File: config.mk
export PLATFORM = sky130hd
export DESIGN_NAME = coherency_unit
export DESIGN_NICKNAME = d
export VERILOG_FILES = /design/src/logic/coherence_pkg.sv /design/src/logic/coherency_unit.sv /design/src/logic/line_store.sv
export VERILOG_INCLUDE_DIRS = /design/src /design/src/logic
export SDC_FILE = /design/constraint.sdc
export NUM_CORES = 1
export LEC_CHECK = 0
export ABC_AREA = 1
export BUFFER_PORTS_ARGS = -buffer_cell sky130_fd_sc_hd__buf_2
export CAP_MARGIN = 20
export CELL_PAD_IN_SITES_DETAIL_PLACEMENT = 2
export CELL_PAD_IN_SITES_GLOBAL_PLACEMENT = 2
export CORE_ASPECT_RATIO = 0.6
export CORE_MARGIN = 4
export CORE_UTILIZATION = 37
export CTS_BUF_LIST = sky130_fd_sc_hd__clkbuf_16
export DETAILED_ROUTE_END_ITERATION = 12
export GPL_TIMING_DRIVEN = 0
export PLACE_DENSITY = 0.82
export REMOVE_ABC_BUFFERS = 1
export SLEW_MARGIN = 30
export SYNTH_ARGS = -nofsm -noshare
export SYNTH_HDL_FRONTEND = slang
export SYNTH_HIERARCHICAL = 1
export SYNTH_SLANG_ARGS = --single-unit
File: constraint.sdc
create_clock -name CLK -period 4.6 [get_ports CLK]
set_input_delay 0.92 -clock CLK [delete_from_list [all_inputs] [get_ports CLK]]
set_output_delay 0.92 -clock CLK [all_outputs]
set_load 0.005 [all_outputs]
File: src/logic/coherence_cfg.svh
`ifndef COHERENCE_CFG_SVH
`define COHERENCE_CFG_SVH

// Word address width, one word per line
`define COH_ADDR_W 8

// Data word width
`define COH_DATA_W 32

// Lines in each direct-mapped store, power of two
`define COH_LINES 8

// Backing memory word n resets to this base plus n
`define COH_MEM_INIT 32'h1000_0000

`endif

File: src/logic/coherence_pkg.sv
`include "coherence_cfg.svh"

package coherence_pkg;

    localparam int NUM_LINES = `COH_LINES;
    localparam int IDX_W     = $clog2(`COH_LINES);        // Low address bits pick the line
    localparam int TAG_W     = `COH_ADDR_W - IDX_W;

    typedef logic [`COH_ADDR_W-1:0] addr_t;
    typedef logic [`COH_DATA_W-1:0] word_t;

    typedef enum logic [1:0] {
        MODIFIED,
        EXCLUSIVE,
        SHARED,
        INVALID
    } mesi_t;

    typedef enum logic [1:0] {
        BUS_NONE,
        BUS_RD,                                             // Read for sharing
        BUS_RDX,                                            // Read for ownership
        BUS_WB                                              // Victim writeback
    } bus_op_t;

    typedef enum logic [2:0] {
        IDLE,
        LOOKUP,
        WRITEBACK,
        BUS_REQ,
        SNOOP_ANS
    } ctrl_state_t;

    typedef struct packed {
        bus_op_t op;
        addr_t   addr;
        word_t   wdata;
    } bus_req_t;

    typedef struct packed {
        logic  dwait;
        logic  exclusive;                                   // Line arrives Exclusive
        word_t rdata;
    } bus_rsp_t;

    typedef struct packed {
        logic  valid;
        addr_t addr;
        logic  inv;                                         // Peer wants ownership
    } snoop_req_t;

    typedef struct packed {
        logic  hit;
        logic  dirty;
        word_t data;
    } snoop_rsp_t;

endpackage

File: src/logic/coherency_unit.sv
`timescale 1ns/10ps

module coherency_unit import coherence_pkg::*; (
    input  logic       CLK,
    input  logic       nRST,
    input  logic       ren,
    input  logic       wen,
    input  addr_t      addr,
    input  word_t      wdata,
    output word_t      rdata,
    output logic       done,
    output bus_req_t   bus_req,
    input  bus_rsp_t   bus_rsp,
    input  snoop_req_t snoop_req,
    output snoop_rsp_t snoop_rsp
);
    ctrl_state_t state;
    ctrl_state_t next_state;

    logic  lookup_hit;
    mesi_t lookup_state;
    word_t lookup_data;
    addr_t victim_addr;
    logic  fill_en;
    mesi_t fill_state;
    word_t fill_data;
    logic  snp_hit;
    mesi_t snp_state;
    word_t snp_data;
    logic  snp_update;
    logic  access;
    logic  write_hit;
    logic  hit_done;

    assign access    = ren || wen;
    assign write_hit = lookup_hit && (lookup_state == MODIFIED || lookup_state == EXCLUSIVE);
    assign hit_done  = (ren && lookup_hit) || (wen && write_hit);

    line_store u_store (
        .CLK           (CLK),
        .nRST          (nRST),
        .cpu_addr      (addr),
        .lookup_hit    (lookup_hit),
        .lookup_state  (lookup_state),
        .lookup_data   (lookup_data),
        .victim_addr   (victim_addr),
        .fill_en       (fill_en),
        .fill_state    (fill_state),
        .fill_data     (fill_data),
        .snp_addr      (snoop_req.addr),
        .snp_hit       (snp_hit),
        .snp_state     (snp_state),
        .snp_data      (snp_data),
        .snp_update    (snp_update),
        .snp_new_state (snoop_req.inv ? INVALID : SHARED)
    );

    always_ff @(posedge CLK or negedge nRST) begin
        if (!nRST) begin
            state <= IDLE;
        end else begin
            state <= next_state;
        end
    end

    // A snoop pulls the FSM out of any waiting state, the access restarts from IDLE
    always_comb begin
        next_state = state;
        case (state)
            IDLE: begin
                if (snoop_req.valid) begin
                    next_state = SNOOP_ANS;
                end else if (access) begin
                    next_state = LOOKUP;
                end
            end
            LOOKUP: begin
                if (snoop_req.valid) begin
                    next_state = SNOOP_ANS;
                end else if (hit_done) begin
                    next_state = IDLE;
                end else if (!lookup_hit && lookup_state == MODIFIED) begin
                    next_state = WRITEBACK;                     // Dirty victim goes first
                end else begin
                    next_state = BUS_REQ;                       // Miss or write to Shared
                end
            end
            WRITEBACK: begin
                if (snoop_req.valid) begin
                    next_state = SNOOP_ANS;
                end else if (!bus_rsp.dwait) begin
                    next_state = BUS_REQ;
                end
            end
            BUS_REQ: begin
                if (snoop_req.valid) begin
                    next_state = SNOOP_ANS;
                end else if (!bus_rsp.dwait) begin
                    next_state = IDLE;
                end
            end
            SNOOP_ANS: next_state = IDLE;
            default:   next_state = IDLE;
        endcase
    end

    always_comb begin
        bus_req.op      = BUS_NONE;
        bus_req.addr    = addr;
        bus_req.wdata   = wdata;
        rdata           = lookup_data;
        done            = 1'b0;
        fill_en         = 1'b0;
        fill_state      = MODIFIED;
        fill_data       = wdata;
        snoop_rsp.hit   = 1'b0;
        snoop_rsp.dirty = 1'b0;
        snoop_rsp.data  = snp_data;
        snp_update      = 1'b0;

        case (state)
            LOOKUP: begin
                if (!snoop_req.valid && hit_done) begin
                    done    = 1'b1;
                    fill_en = wen;                              // E or M becomes M
                end
            end
            WRITEBACK: begin
                bus_req.op    = BUS_WB;
                bus_req.addr  = victim_addr;
                bus_req.wdata = lookup_data;
            end
            BUS_REQ: begin
                bus_req.op = wen ? BUS_RDX : BUS_RD;
                if (!bus_rsp.dwait) begin
                    done    = 1'b1;
                    rdata   = bus_rsp.rdata;
                    fill_en = 1'b1;
                    if (!wen) begin
                        fill_state = bus_rsp.exclusive ? EXCLUSIVE : SHARED;
                        fill_data  = bus_rsp.rdata;
                    end
                end
            end
            SNOOP_ANS: begin
                snoop_rsp.hit   = snp_hit;
                snoop_rsp.dirty = snp_hit && (snp_state == MODIFIED);
                snp_update      = snp_hit;
            end
            default: begin
            end
        endcase
    end

    a_one_access: assert property (@(posedge CLK) disable iff (!nRST) !(ren && wen));

    // Only a snoop may withdraw a pending request
    a_req_held: assert property (@(posedge CLK) disable iff (!nRST)
        (bus_req.op != BUS_NONE && bus_rsp.dwait && !snoop_req.valid)
        |=> (bus_req.op == $past(bus_req.op)));

endmodule

File: src/logic/line_store.sv
`timescale 1ns/10ps

module line_store import coherence_pkg::*; (
    input  logic  CLK,
    input  logic  nRST,
    input  addr_t cpu_addr,
    output logic  lookup_hit,
    output mesi_t lookup_state,
    output word_t lookup_data,
    output addr_t victim_addr,
    input  logic  fill_en,
    input  mesi_t fill_state,
    input  word_t fill_data,
    input  addr_t snp_addr,
    output logic  snp_hit,
    output mesi_t snp_state,
    output word_t snp_data,
    input  logic  snp_update,
    input  mesi_t snp_new_state
);
    typedef logic [IDX_W-1:0] idx_t;
    typedef logic [TAG_W-1:0] tag_t;

    tag_t  tag_q   [NUM_LINES];
    mesi_t state_q [NUM_LINES];
    word_t data_q  [NUM_LINES];

    idx_t cpu_idx;
    idx_t snp_idx;
    tag_t cpu_tag;
    tag_t snp_tag;

    assign cpu_idx = cpu_addr[IDX_W-1:0];
    assign cpu_tag = cpu_addr[IDX_W +: TAG_W];
    assign snp_idx = snp_addr[IDX_W-1:0];
    assign snp_tag = snp_addr[IDX_W +: TAG_W];

    // Raw state of the indexed line, also read as the victim state on a miss
    assign lookup_state = state_q[cpu_idx];
    assign lookup_data  = data_q[cpu_idx];
    assign lookup_hit   = (state_q[cpu_idx] != INVALID) && (tag_q[cpu_idx] == cpu_tag);
    assign victim_addr  = {tag_q[cpu_idx], cpu_idx};   // Address of the occupant

    assign snp_state = state_q[snp_idx];
    assign snp_data  = data_q[snp_idx];
    assign snp_hit   = (state_q[snp_idx] != INVALID) && (tag_q[snp_idx] == snp_tag);

    always_ff @(posedge CLK or negedge nRST) begin
        if (!nRST) begin
            for (int i = 0; i < NUM_LINES; i++) begin
                state_q[i] <= INVALID;
            end
        end else begin
            if (fill_en) begin
                state_q[cpu_idx] <= fill_state;
            end
            if (snp_update) begin
                state_q[snp_idx] <= snp_new_state;              // Downgrade only
            end
        end
    end

    always_ff @(posedge CLK) begin
        if (fill_en) begin
            tag_q[cpu_idx]  <= cpu_tag;
            data_q[cpu_idx] <= fill_data;
        end
    end

    // The unit FSM never fills and answers a snoop in one cycle
    a_no_port_clash: assert property (@(posedge CLK) disable iff (!nRST)
        !(fill_en && snp_update && (cpu_idx == snp_idx)));

endmodule

==> results of run 1 <==
## power by group through the flow
stage	logic (uW)	registers [uW]	clock network, uW
after global routing	1050	3190	3120
after CTS	934	3190	2980
after global placement	830	3250	0
after floorplan	417	3240	0
final	962	3190	2970
after detailed placement	914	3250	0
## state kept, by name, indices dropped and copies added (netlist names)
signal,count
u_store/data_q,256
u_store/tag_q,40
u_store/state_q,16
state,3
## layer usage
layer  GRT usage, %  vias up
li1               -     6659
met1           36.0     7830
met2           45.8      656
met3           4.14      146
met4           8.29        0
met5              0        -
## per-stage QoR
step                setup TNS [ns]  instance area [sq um]
finish                           0                  20000
global route                     0                  20000
CTS                              0                  19800
detailed placement         -218.14                  18500
global placement          -2493.04                  17800
floorplan                    -8.59                  16000
## timing repair
action / CTS / global route
cloned: 1 / 4
buffers inserted: 3 / 7
gates resized for setup: 7 / 6
pin swaps: 2 / 2
endpoints found under the setup margin: 294 / 190
## worst max-delay path: stages
cell and delay (ns):
buf_2 0.17, nand2_1 0.47, inv_6 0.58, nand3_1 0.18
nand2_1 0.15, nor2_1 0.07, nand2_1 0.06, nand2_1 0.06
nor2_1 0.09, nand2_1 0.06, nor2_1 0.09, inv_1 0.10
nor4_1 0.34, buf_2 0.18
## worst paths after layout
kind                                                  to                           from  slack [ns]
min reg2reg                u_store/state_q[11]$_DFF_PN1_  u_store/state_q[11]$_DFF_PN1_        0.59
max                                        snoop_rsp[32]                   snoop_req[3]        0.15
max in group asynchronous  u_store/state_q[10]$_DFF_PN1_                           nRST        3.88
max reg2reg                u_store/tag_q[6][4]$_DFFE_PP_  u_store/state_q[13]$_DFF_PN1_        0.94
min                                 state[2]$_DFFE_PN0P_                           nRST        0.36
min in group CLK           u_store/state_q[11]$_DFF_PN1_  u_store/state_q[11]$_DFF_PN1_        0.59
## area by class of cell
type	count	area [sq um]	area share, %
multi-input cells	1166	5820	29.2
inverters	231	936	4.69
flip-flops and latches	315	9380	47.0
repair inverters	1	11.3	0.0564
clock buffers	37	926	4.64
clock inverters	25	246	1.23
repair buffers	236	1900	9.54
well taps	589	737	3.69
## layout by cell type (no fill, tap or decap), drive strengths merged
cell type,netlist,layout
dfrtp,3,3
edfxtp,296,296
clkinvlp,0,4
bufbuf,0,1
bufinv,0,5
clkbuf,16,40
nor4,1,1
nand4,5,5
o2111ai,32,32
a21oi,87,87
dfstp,16,16
o211ai,118,118
o21bai,3,3
buf,100,232
nand2,403,403
a211oi,2,2
o21a,6,6
inv,231,239
a31oi,2,2
clkinv,0,9
nor2,142,142
nand3,65,65
conb,1,1
o22ai,29,29
o21ai,268,268
nor3,2,2
## kinds of logic (layout without fill, tap and decap cells)
family	Yosys count	in the layout
simple gates	618	618
compound gates	547	547
other cells	1	1
buf+inv	347	530
flops	315	315
==> results by group, run 1 <==
Run status
  • Status: completed

Synthesis
  • Prevailing post-synth register cell: edfxtp_1
  • Ranking of synthesized cells by area: edfxtp_1 (53%), nand2_1 (9.0%), o21ai_0 (5.9%)
  • Syn_area_per_cell: 9.17 sq um
  • Simple-gate share of the synthesized area: ~15%
  • Largest family of logic cells by synthesized area: compound AO/OA/AOI/OAI gates
  • Seq/Total Area, Yosys: 56.0%
  • Top cell type's share of synthesized area: a little over half
  • XOR/XNOR Fraction of Synth Area: 0%
  • Post-Synth Adder-Cell Area: 0%
  • Synth Instances: 1,828
  • Post-synth EDFFs: 296
  • Flops & latches, synth: 315
  • Warnings from Yosys: 6
  • Asr flop ratio synth: under 10%
  • Multiplexer share of the synthesized area: 0%
  • Yosys cell types: 36
  • Area fraction in compound gates after synthesis: about a fifth
  • Commonest cells post-synth: nand2_1 (400), edfxtp_1 (296), inv_1 (217)
  • Mapped Area: roughly 0.017 sq mm
  • Most common cell in the netlist: nand2_1
  • Largest area contributor in the netlist: edfxtp_1

Timing
  • Crit path time final: 4.45 ns
  • Final WS setup: 0.148 ns
  • Final number of max-transition violations: 0
  • Fmax: 225 MHz
  • Worst hold margin: 0.359 ns
  • Worst Skew: 0.0171 ns
  • RSZ-0062 raised after global routing: false
  • Final Hold Viols: 0
  • Worst Tran Pin Value: 0.947 ns
  • Fin crit share: 96.8%
  • Setup-failing EPs final: 0
  • Worst relative slew slack: a little over a third

Cells and area
  • Share of cells above drive strength 1: between 10% and 20%
  • Fin cells: 2,600
  • Util after Layout: 44.6%
  • P&R area growth vs syn: 19.1%
  • Layout fillers: 4,788
  • # diodes: 0
  • Final nets: 2,074

Placement
  • RD Place Congestion: 0.794
  • Setup WS pre-CTS: -1.06 ns
  • Detail Placement HPWL: roughly 43,000 microns
  • Placed Cells: 2,523
  • Port Buffer Count: slightly below 200

Floorplanning
  • Row cnt: 60
  • Core ar.: about 0.045 sq mm
  • Initial Util: 37.4%
  • Die Span Y: between 150 and 200 microns
  • I/O pin cnt: slightly below 200
  • Die X: 283 microns
  • Die area: about 0.049 sq mm

GRT
  • Vias in the first global route: between 15,000 and 20,000
  • Largest net degree at the start of global routing: 100
  • Total gr overflow: 0
  • Gr usage total: 27.1%
  • Initial antenna violation count: 1
  • First-pass GRT wire length: around 100,000 microns

Route
  • Via density per instance: a little under 6
  • Drt first pass iters: 5
  • Met2 wire len: about 34,000 microns
  • WL/cell: between 20 and 30 microns
  • Residual DRC: 0
  • Met3 wire len: around 4500 microns
  • Post-DRT Antenna Nets: 0
  • Final WL: 69,900 microns
  • Via count: 15,300
  • Wire length on met1: approximately 30,000 microns
  • DR iter-0 viols: 1,529
  • Max Used Layer: met4

Critical path
  • Crit path DAT: 3.53 ns
  • Worst Path Max Fanout: 32
  • CP Launch Type: primary input
  • WS Path Type: in -> out
  • Worst Setup End Kind: output port
  • Cell count of the worst reg-to-reg path: 22
  • WP data required: between 3 and 4 ns

Clocking
  • Worst-path clk slew: roughly 0.06 ns
  • CTS tree: done
  • Worst-Skew Late Latency: 0.53 ns
  • CTS HTree Levels: 2
  • # clock sinks: around 320
  • CTS Hold Bufs: 0
  • TritonCTS Buffers: 35
  • Bufs on Longest Clock Path: 3
  • CTS root buf: clkbuf_16

Power
  • PD cells: roughly 360 mW/mm^2
  • Comb power frac: roughly 14%
  • Maximum VDD drop: 0.000185 V
  • Psw: approximately 1900 uW
  • Lkg Pwr: approximately 0.0080 uW
  • Sw Ratio: between 20% and 30%
  • Pint: 5220 uW
  • Clock share of power: between 40% and 50%
  • Total power: 7130 uW
  • Flop pwr share: approximately 45%

Run
  • Max-Cap Viols: 0

Worst hold path
  • Worst hold path type: in -> async
Power figures use the tool's default switching activity.
==> run 2: changes to the inputs <==
- CORE_MARGIN: 4 -> not set
- CORE_UTILIZATION: 37 -> 33
- PLACE_DENSITY: 0.82 -> 0.77
- clock period: 4.6 -> 3.7 ns (I/O delays scaled with it)
==> results by group, run 2 (same netlist as run 1, synthesis figures left out) <==
Run status
  • Status: completed

Route
  • Via density per instance: approximately 5.6
  • Via count: roughly 15,000
  • DR iter-0 viols: between 1,000 and 1,500
  • Residual DRC: 0
  • Post-DRT Antenna Nets: 0
  • WL/cell: about 26 microns
  • Final WL: approximately 71,000 microns
  • Drt first pass iters: 6

Floorplanning
  • I/O pin cnt: 197
  • Die X: just under 300 microns
  • Core ar.: ~0.050 sq mm
  • Die area: 0.0517 sq mm
  • Row cnt: 63
  • Die Span Y: 177 microns
  • Initial Util: roughly 34%

Critical path
  • CP Launch Type: primary input
  • Crit path DAT: ~2.9 ns
  • Worst Setup End Kind: output port
  • WS Path Type: in -> out
  • WP data required: 2.96 ns
  • Worst Path Max Fanout: 17

Timing
  • Final number of max-transition violations: 0
  • Fin crit share: a little over nine tenths
  • Worst Tran Pin Value: roughly 0.94 ns
  • Worst relative slew slack: 37.5%
  • Worst Skew: ~0.018 ns
  • Fmax: between 200 and 300 MHz
  • Setup-failing EPs final: 0
  • Setup TNS: 0 ns
  • Crit path time final: roughly 3.6 ns
  • Final WS setup: 0.0858 ns
  • Final Hold Viols: 0

Power
  • PD cells: approximately 420 mW/mm^2
  • Lkg Pwr: between 0.008 and 0.009 uW
  • Maximum VDD drop: 0.000291 V

GRT
  • Vias in the first global route: 16,600
  • First-pass GRT wire length: 105,000 microns
  • Initial antenna violation count: 1
  • Total gr overflow: 0
  • Gr usage total: 27.2%
  • Largest net degree at the start of global routing: between 80 and 90

Cells and area
  • Max FFs per register: roughly 260
  • Largest regs: u_store/data_q: 256 flops, u_store/tag_q: 40 flops, u_store/state_q: 16 flops
  • # diodes: 0
  • Largest Register: u_store/data_q
  • Area occupied by multi-input gates: about 0.0059 sq mm
  • Share of cells above drive strength 1: 18.8%
  • Final nets: 2,099
  • Register area: 0.00938 sq mm
  • Most common cell after layout, fill and taps aside: nand2_1
  • Most frequent cells in the layout: nand2_1 (396), edfxtp_1 (296), inv_1 (221)
  • P&R area growth vs syn: 22.3%
  • Layout fillers: about 5,400

Clocking
  • CTS root buf: clkbuf_16
  • TritonCTS Buffers: 34
  • Worst-path clk slew: about 0.07 ns
  • CTS HTree Levels: 2
  • # clock sinks: ~320
  • Worst-Skew Late Latency: around 0.54 ns
  • Bufs on Longest Clock Path: 3
  • CTS tree: done

Worst hold path
  • Worst hold path type: in -> async

Run
  • Max-Cap Viols: 0

Placement
  • Setup WS pre-CTS: -1.86 ns
  • Detail Placement HPWL: between 40,000 and 50,000 microns
  • Port Buffer Count: just under 200
  • RD Place Congestion: ~0.79
-- run 2: metal layers --
| metal | share of wire [%] | up-vias | track usage (%) | routed length [microns] |
|---|---|---|---|---|
| li1 | - | 6723 | - | - |
| met1 | 45 | 7792 | 36.9 | 31700 |
| met2 | 47 | 511 | 45.4 | 33200 |
| met3 | 6.3 | 110 | 3.74 | 4490 |
| met4 | 2.3 | 0 | 7.64 | 1640 |
| met5 | 0 | - | 0 | 0 |
-- run 2: layout make-up --
class	instances	share of cell area [%]
tap	682	4.16
sequential	315	45.8
timing repair buffer	258	11.3
inverter	231	4.73
timing repair inverter	4	0.183
multi-input combinational	1167	28.7
clock inverter	24	0.623
clock buffer	37	4.52
-- run 2: power by group --
part	leakage [uW]	switching [uW]	total (uW)	internal [uW]
Clock	0.000565	1470	3330	1870
Sequential	0.00286	23.6	3960	3940
Combinational	0.00477	824	1240	420
-- run 2: worst max-delay path, stage by stage --
cell and delay, ns:
clkbuf_4 0.21, inv_2 0.08, nor2_4 0.19, buf_16 0.18, buf_16 0.17, nand3_1 0.09
nand2_1 0.11, inv_1 0.06, nand2_1 0.15, nand2_1 0.13, nand2_1 0.08, nor2_1 0.04
nand2_1 0.09, nor2_4 0.05, nand3_2 0.12, inv_1 0.05, nand2_1 0.10, nand2_1 0.06
buf_2 0.13
-- run 2: path summary, 6_finish.rpt --
check                                                   from                              to  slack [ns]  depth (start not counted)
worst max-delay path                                 addr[1]                            done        0.09                         19
worst min-delay path                                    nRST            state[0]$_DFFE_PN0P_        0.17                          1
worst max register to register  u_store/state_q[1]$_DFF_PN1_  u_store/data_q[3][6]$_DFFE_PP_        0.41                         20
worst min register to register  u_store/state_q[3]$_DFF_PN1_    u_store/state_q[3]$_DFF_PN1_        0.56                          2
max in group asynchronous                               nRST    u_store/state_q[5]$_DFF_PN1_        3.15                          1
min in group CLK                                snoop_req[0]    u_store/state_q[6]$_DFF_PN1_        0.46                          3
-- run 2: through the flow --
stage          total power (uW)  hold slack (ns)  utilization [%]  instances  cell area [sq um]
2_1_floorplan              4550            0.444                -       1712              16000
3_5_place_dp               5170            0.541             37.5       2616              18600
6_report                   8540            0.168             41.2       2718              20500
4_1_cts                    8560            0.173             40.9       2709              20300
5_1_grt                    8830            0.194             41.2       2718              20500
3_3_place_gp               5080            0.530             36.0       2590              17900
-- run 2: repair_timing --
action,in CTS,in global routing
hold buffers,0,0
gates resized for setup,27,13
cloned,13,3
setup endpoints to repair,403,341
pin swaps,6,4
buffers inserted,19,6
==> run 3: changes to the inputs <==
- CORE_ASPECT_RATIO: 0.6 -> 1.1
- SETUP_SLACK_MARGIN: not set -> 0.2
==> results by group, run 3 (same netlist as run 1, synthesis figures left out) <==
Critical path
  • Cell count of the worst reg-to-reg path: 20
  • RR Endpoint: u_store/data_q[5][17]$_DFFE_PP_
  • Worst r2r src: u_store/tag_q[0][0]$_DFFE_PP_
  • CP Launch Type: primary input
  • WP data required: 3.96 ns
  • Crit path DAT: ~3.8 ns
  • Worst reg-to-reg setup slack: ~0.3 ns
  • Worst Path Max Fanout: 24
  • Worst Setup End Kind: flip-flop
  • WS Path Type: in -> reg

Placement
  • Detail Placement HPWL: around 40,000 microns
  • Port Buffer Count: between 150 and 200
  • Setup WS pre-CTS: -1.89 ns
  • RD Place Congestion: 0.795

Clocking
  • CTS Hold Bufs: 0
  • Worst-path clk slew: ~0.06 ns
  • Bufs on Longest Clock Path: 3
  • TritonCTS Buffers: 38
  • CTS HTree Levels: 2
  • CTS tree: done
  • Worst-Skew Late Latency: between 0.5 and 0.6 ns
  • CTS root buf: clkbuf_16
  • # clock sinks: approximately 320

Worst hold path
  • Worst hold path type: in -> async

Cells and area
  • Util after Layout: 41.5%
  • P&R area growth vs syn: 24.1%
  • Largest regs: u_store/data_q: 256 flops, u_store/tag_q: 40 flops, u_store/state_q: 16 flops
  • Largest Register: u_store/data_q
  • Most frequent cells in the layout: nand2_1 (392), edfxtp_1 (296), inv_1 (219)
  • Max FFs per register: between 200 and 300
  • Share of cells above drive strength 1: about 20%
  • Final nets: between 2,000 and 2,500
  • Most common cell after layout, fill and taps aside: nand2_1
  • # diodes: 0

Floorplanning
  • Die Span Y: around 240 microns
  • Row cnt: 86
  • Die X: about 220 microns
  • Core ar.: 0.0501 sq mm
  • Initial Util: around a third
  • I/O pin cnt: 197
  • Die area: slightly above 0.05 sq mm

Route
  • Final WL: approximately 73,000 microns
  • Drt first pass iters: 5
  • WL/cell: approximately 27 microns
  • Met2 wire len: about 37,000 microns
  • DR iter-0 viols: 1,130
  • Post-DRT Antenna Nets: 0
  • Wire length on met1: around 30,000 microns
  • Met3 wire len: ~3700 microns
  • Via count: about 15,000
  • Residual DRC: 0
  • Max Used Layer: met4
  • Via density per instance: 5.66

GRT
  • Gr usage total: between 20% and 30%
  • Initial antenna violation count: 0
  • Total gr overflow: 0
  • Largest net degree at the start of global routing: 74
  • First-pass GRT wire length: 105,000 microns
  • Vias in the first global route: approximately 17,000

Run
  • Max-Cap Viols: 0

Power
  • Lkg Pwr: about 0.0083 uW
  • Maximum VDD drop: about 0.00026 V
  • PD cells: around 430 mW/mm^2

Timing
  • Final number of max-transition violations: 0
  • Worst Skew: 0.0183 ns
  • Worst Tran Pin Value: a little under 0.9 ns
  • Final WS setup: 0.183 ns
  • Fmax: between 200 and 300 MHz
  • Fin crit share: 95.0%
  • Setup-failing EPs final: 0
  • Worst hold margin: roughly 0.15 ns
  • Final Hold Viols: 0
  • Crit path time final: 3.52 ns
  • Worst relative slew slack: between 40% and 50%
  • RSZ-0062 raised after global routing: false

Run status
  • Status: completed
==> run 3: through the flow <==
| stage | total power (uW) | setup TNS (ns) | instances | instance area, sq um |
|---|---|---|---|---|
| floorplan | 4550 | -76.76 | 1712 | 16000 |
| finish | 8860 | 0 | 2716 | 20800 |
| global placement | 5080 | -3086.52 | 2568 | 17900 |
| CTS | 8830 | 0 | 2694 | 20500 |
| detailed placement | 5160 | -452.69 | 2596 | 18600 |
| global route | 9100 | 0 | 2716 | 20800 |
==> run 3: area by class of cell <==
| cell class | instances | area [sq um] |
|---|---|---|
| Fill cell | 5426 | 29300 |
| Sequential cell | 315 | 9380 |
| Multi-Input combinational cell | 1167 | 5940 |
| Timing Repair Buffer | 271 | 2420 |
| Inverter | 231 | 1020 |
| Clock buffer | 39 | 976 |
| Tap cell | 660 | 826 |
| Clock inverter | 28 | 194 |
| Timing Repair inverter | 5 | 43.8 |
==> run 3: per-layer routing <==
layer  vias to the layer above  GRT usage, %
li1                       6758             -
met3                       152          2.96
met1                      7895          33.3
met2                       574          48.3
met4                         0          11.6
met5                         -             0
==> run 3: report_power, final <==
part           internal, uW  switching [uW]
combinational           433             838
clock                  2100            1510
sequential             3940            24.8
==> run 3: critical path, cell delays in order <==
cell       delay (ns)
buf_12           0.17
buf_16           0.21
nand2_1          0.12
nand3_1          0.14
nand2_1          0.09
inv_1            0.09
nand2_1          0.12
nand2_1          0.11
nand2_1          0.09
nor2_1           0.10
nand2_1          0.12
nor2_4           0.14
nand3_2          0.08
inv_1            0.07
nand2_2          0.08
a21oi_4          0.24
nand2_1          0.18
inv_2            0.15
nand2_2          0.13
bufinv_16        0.24
bufbuf_16        0.30
==> run 3: how the worst max path moves through the flow <==
stage | from | to | slack [ns] | cells past startpoint
floorplan | addr[0] | u_store/state_q[3]$_DFF_PN1_ | -1.14 | 21
global placement | addr[0] | u_store/state_q[3]$_DFF_PN1_ | -8.72 | 19
detailed placement | addr[1] | u_store/data_q[6][27]$_DFFE_PP_ | -1.89 | 20
finish | addr[0] | u_store/data_q[5][17]$_DFFE_PP_ | 0.18 | 21
global route | addr[0] | u_store/state_q[3]$_DFF_PN1_ | 0.07 | 26
CTS | addr[1] | u_store/state_q[3]$_DFF_PN1_ | 0.20 | 28
==> run 3: repair_timing <==
action	CTS	global route
pin swaps	11	11
gates resized for setup	52	18
cloned	15	3
buffers inserted	16	19
setup endpoints to repair	412	235
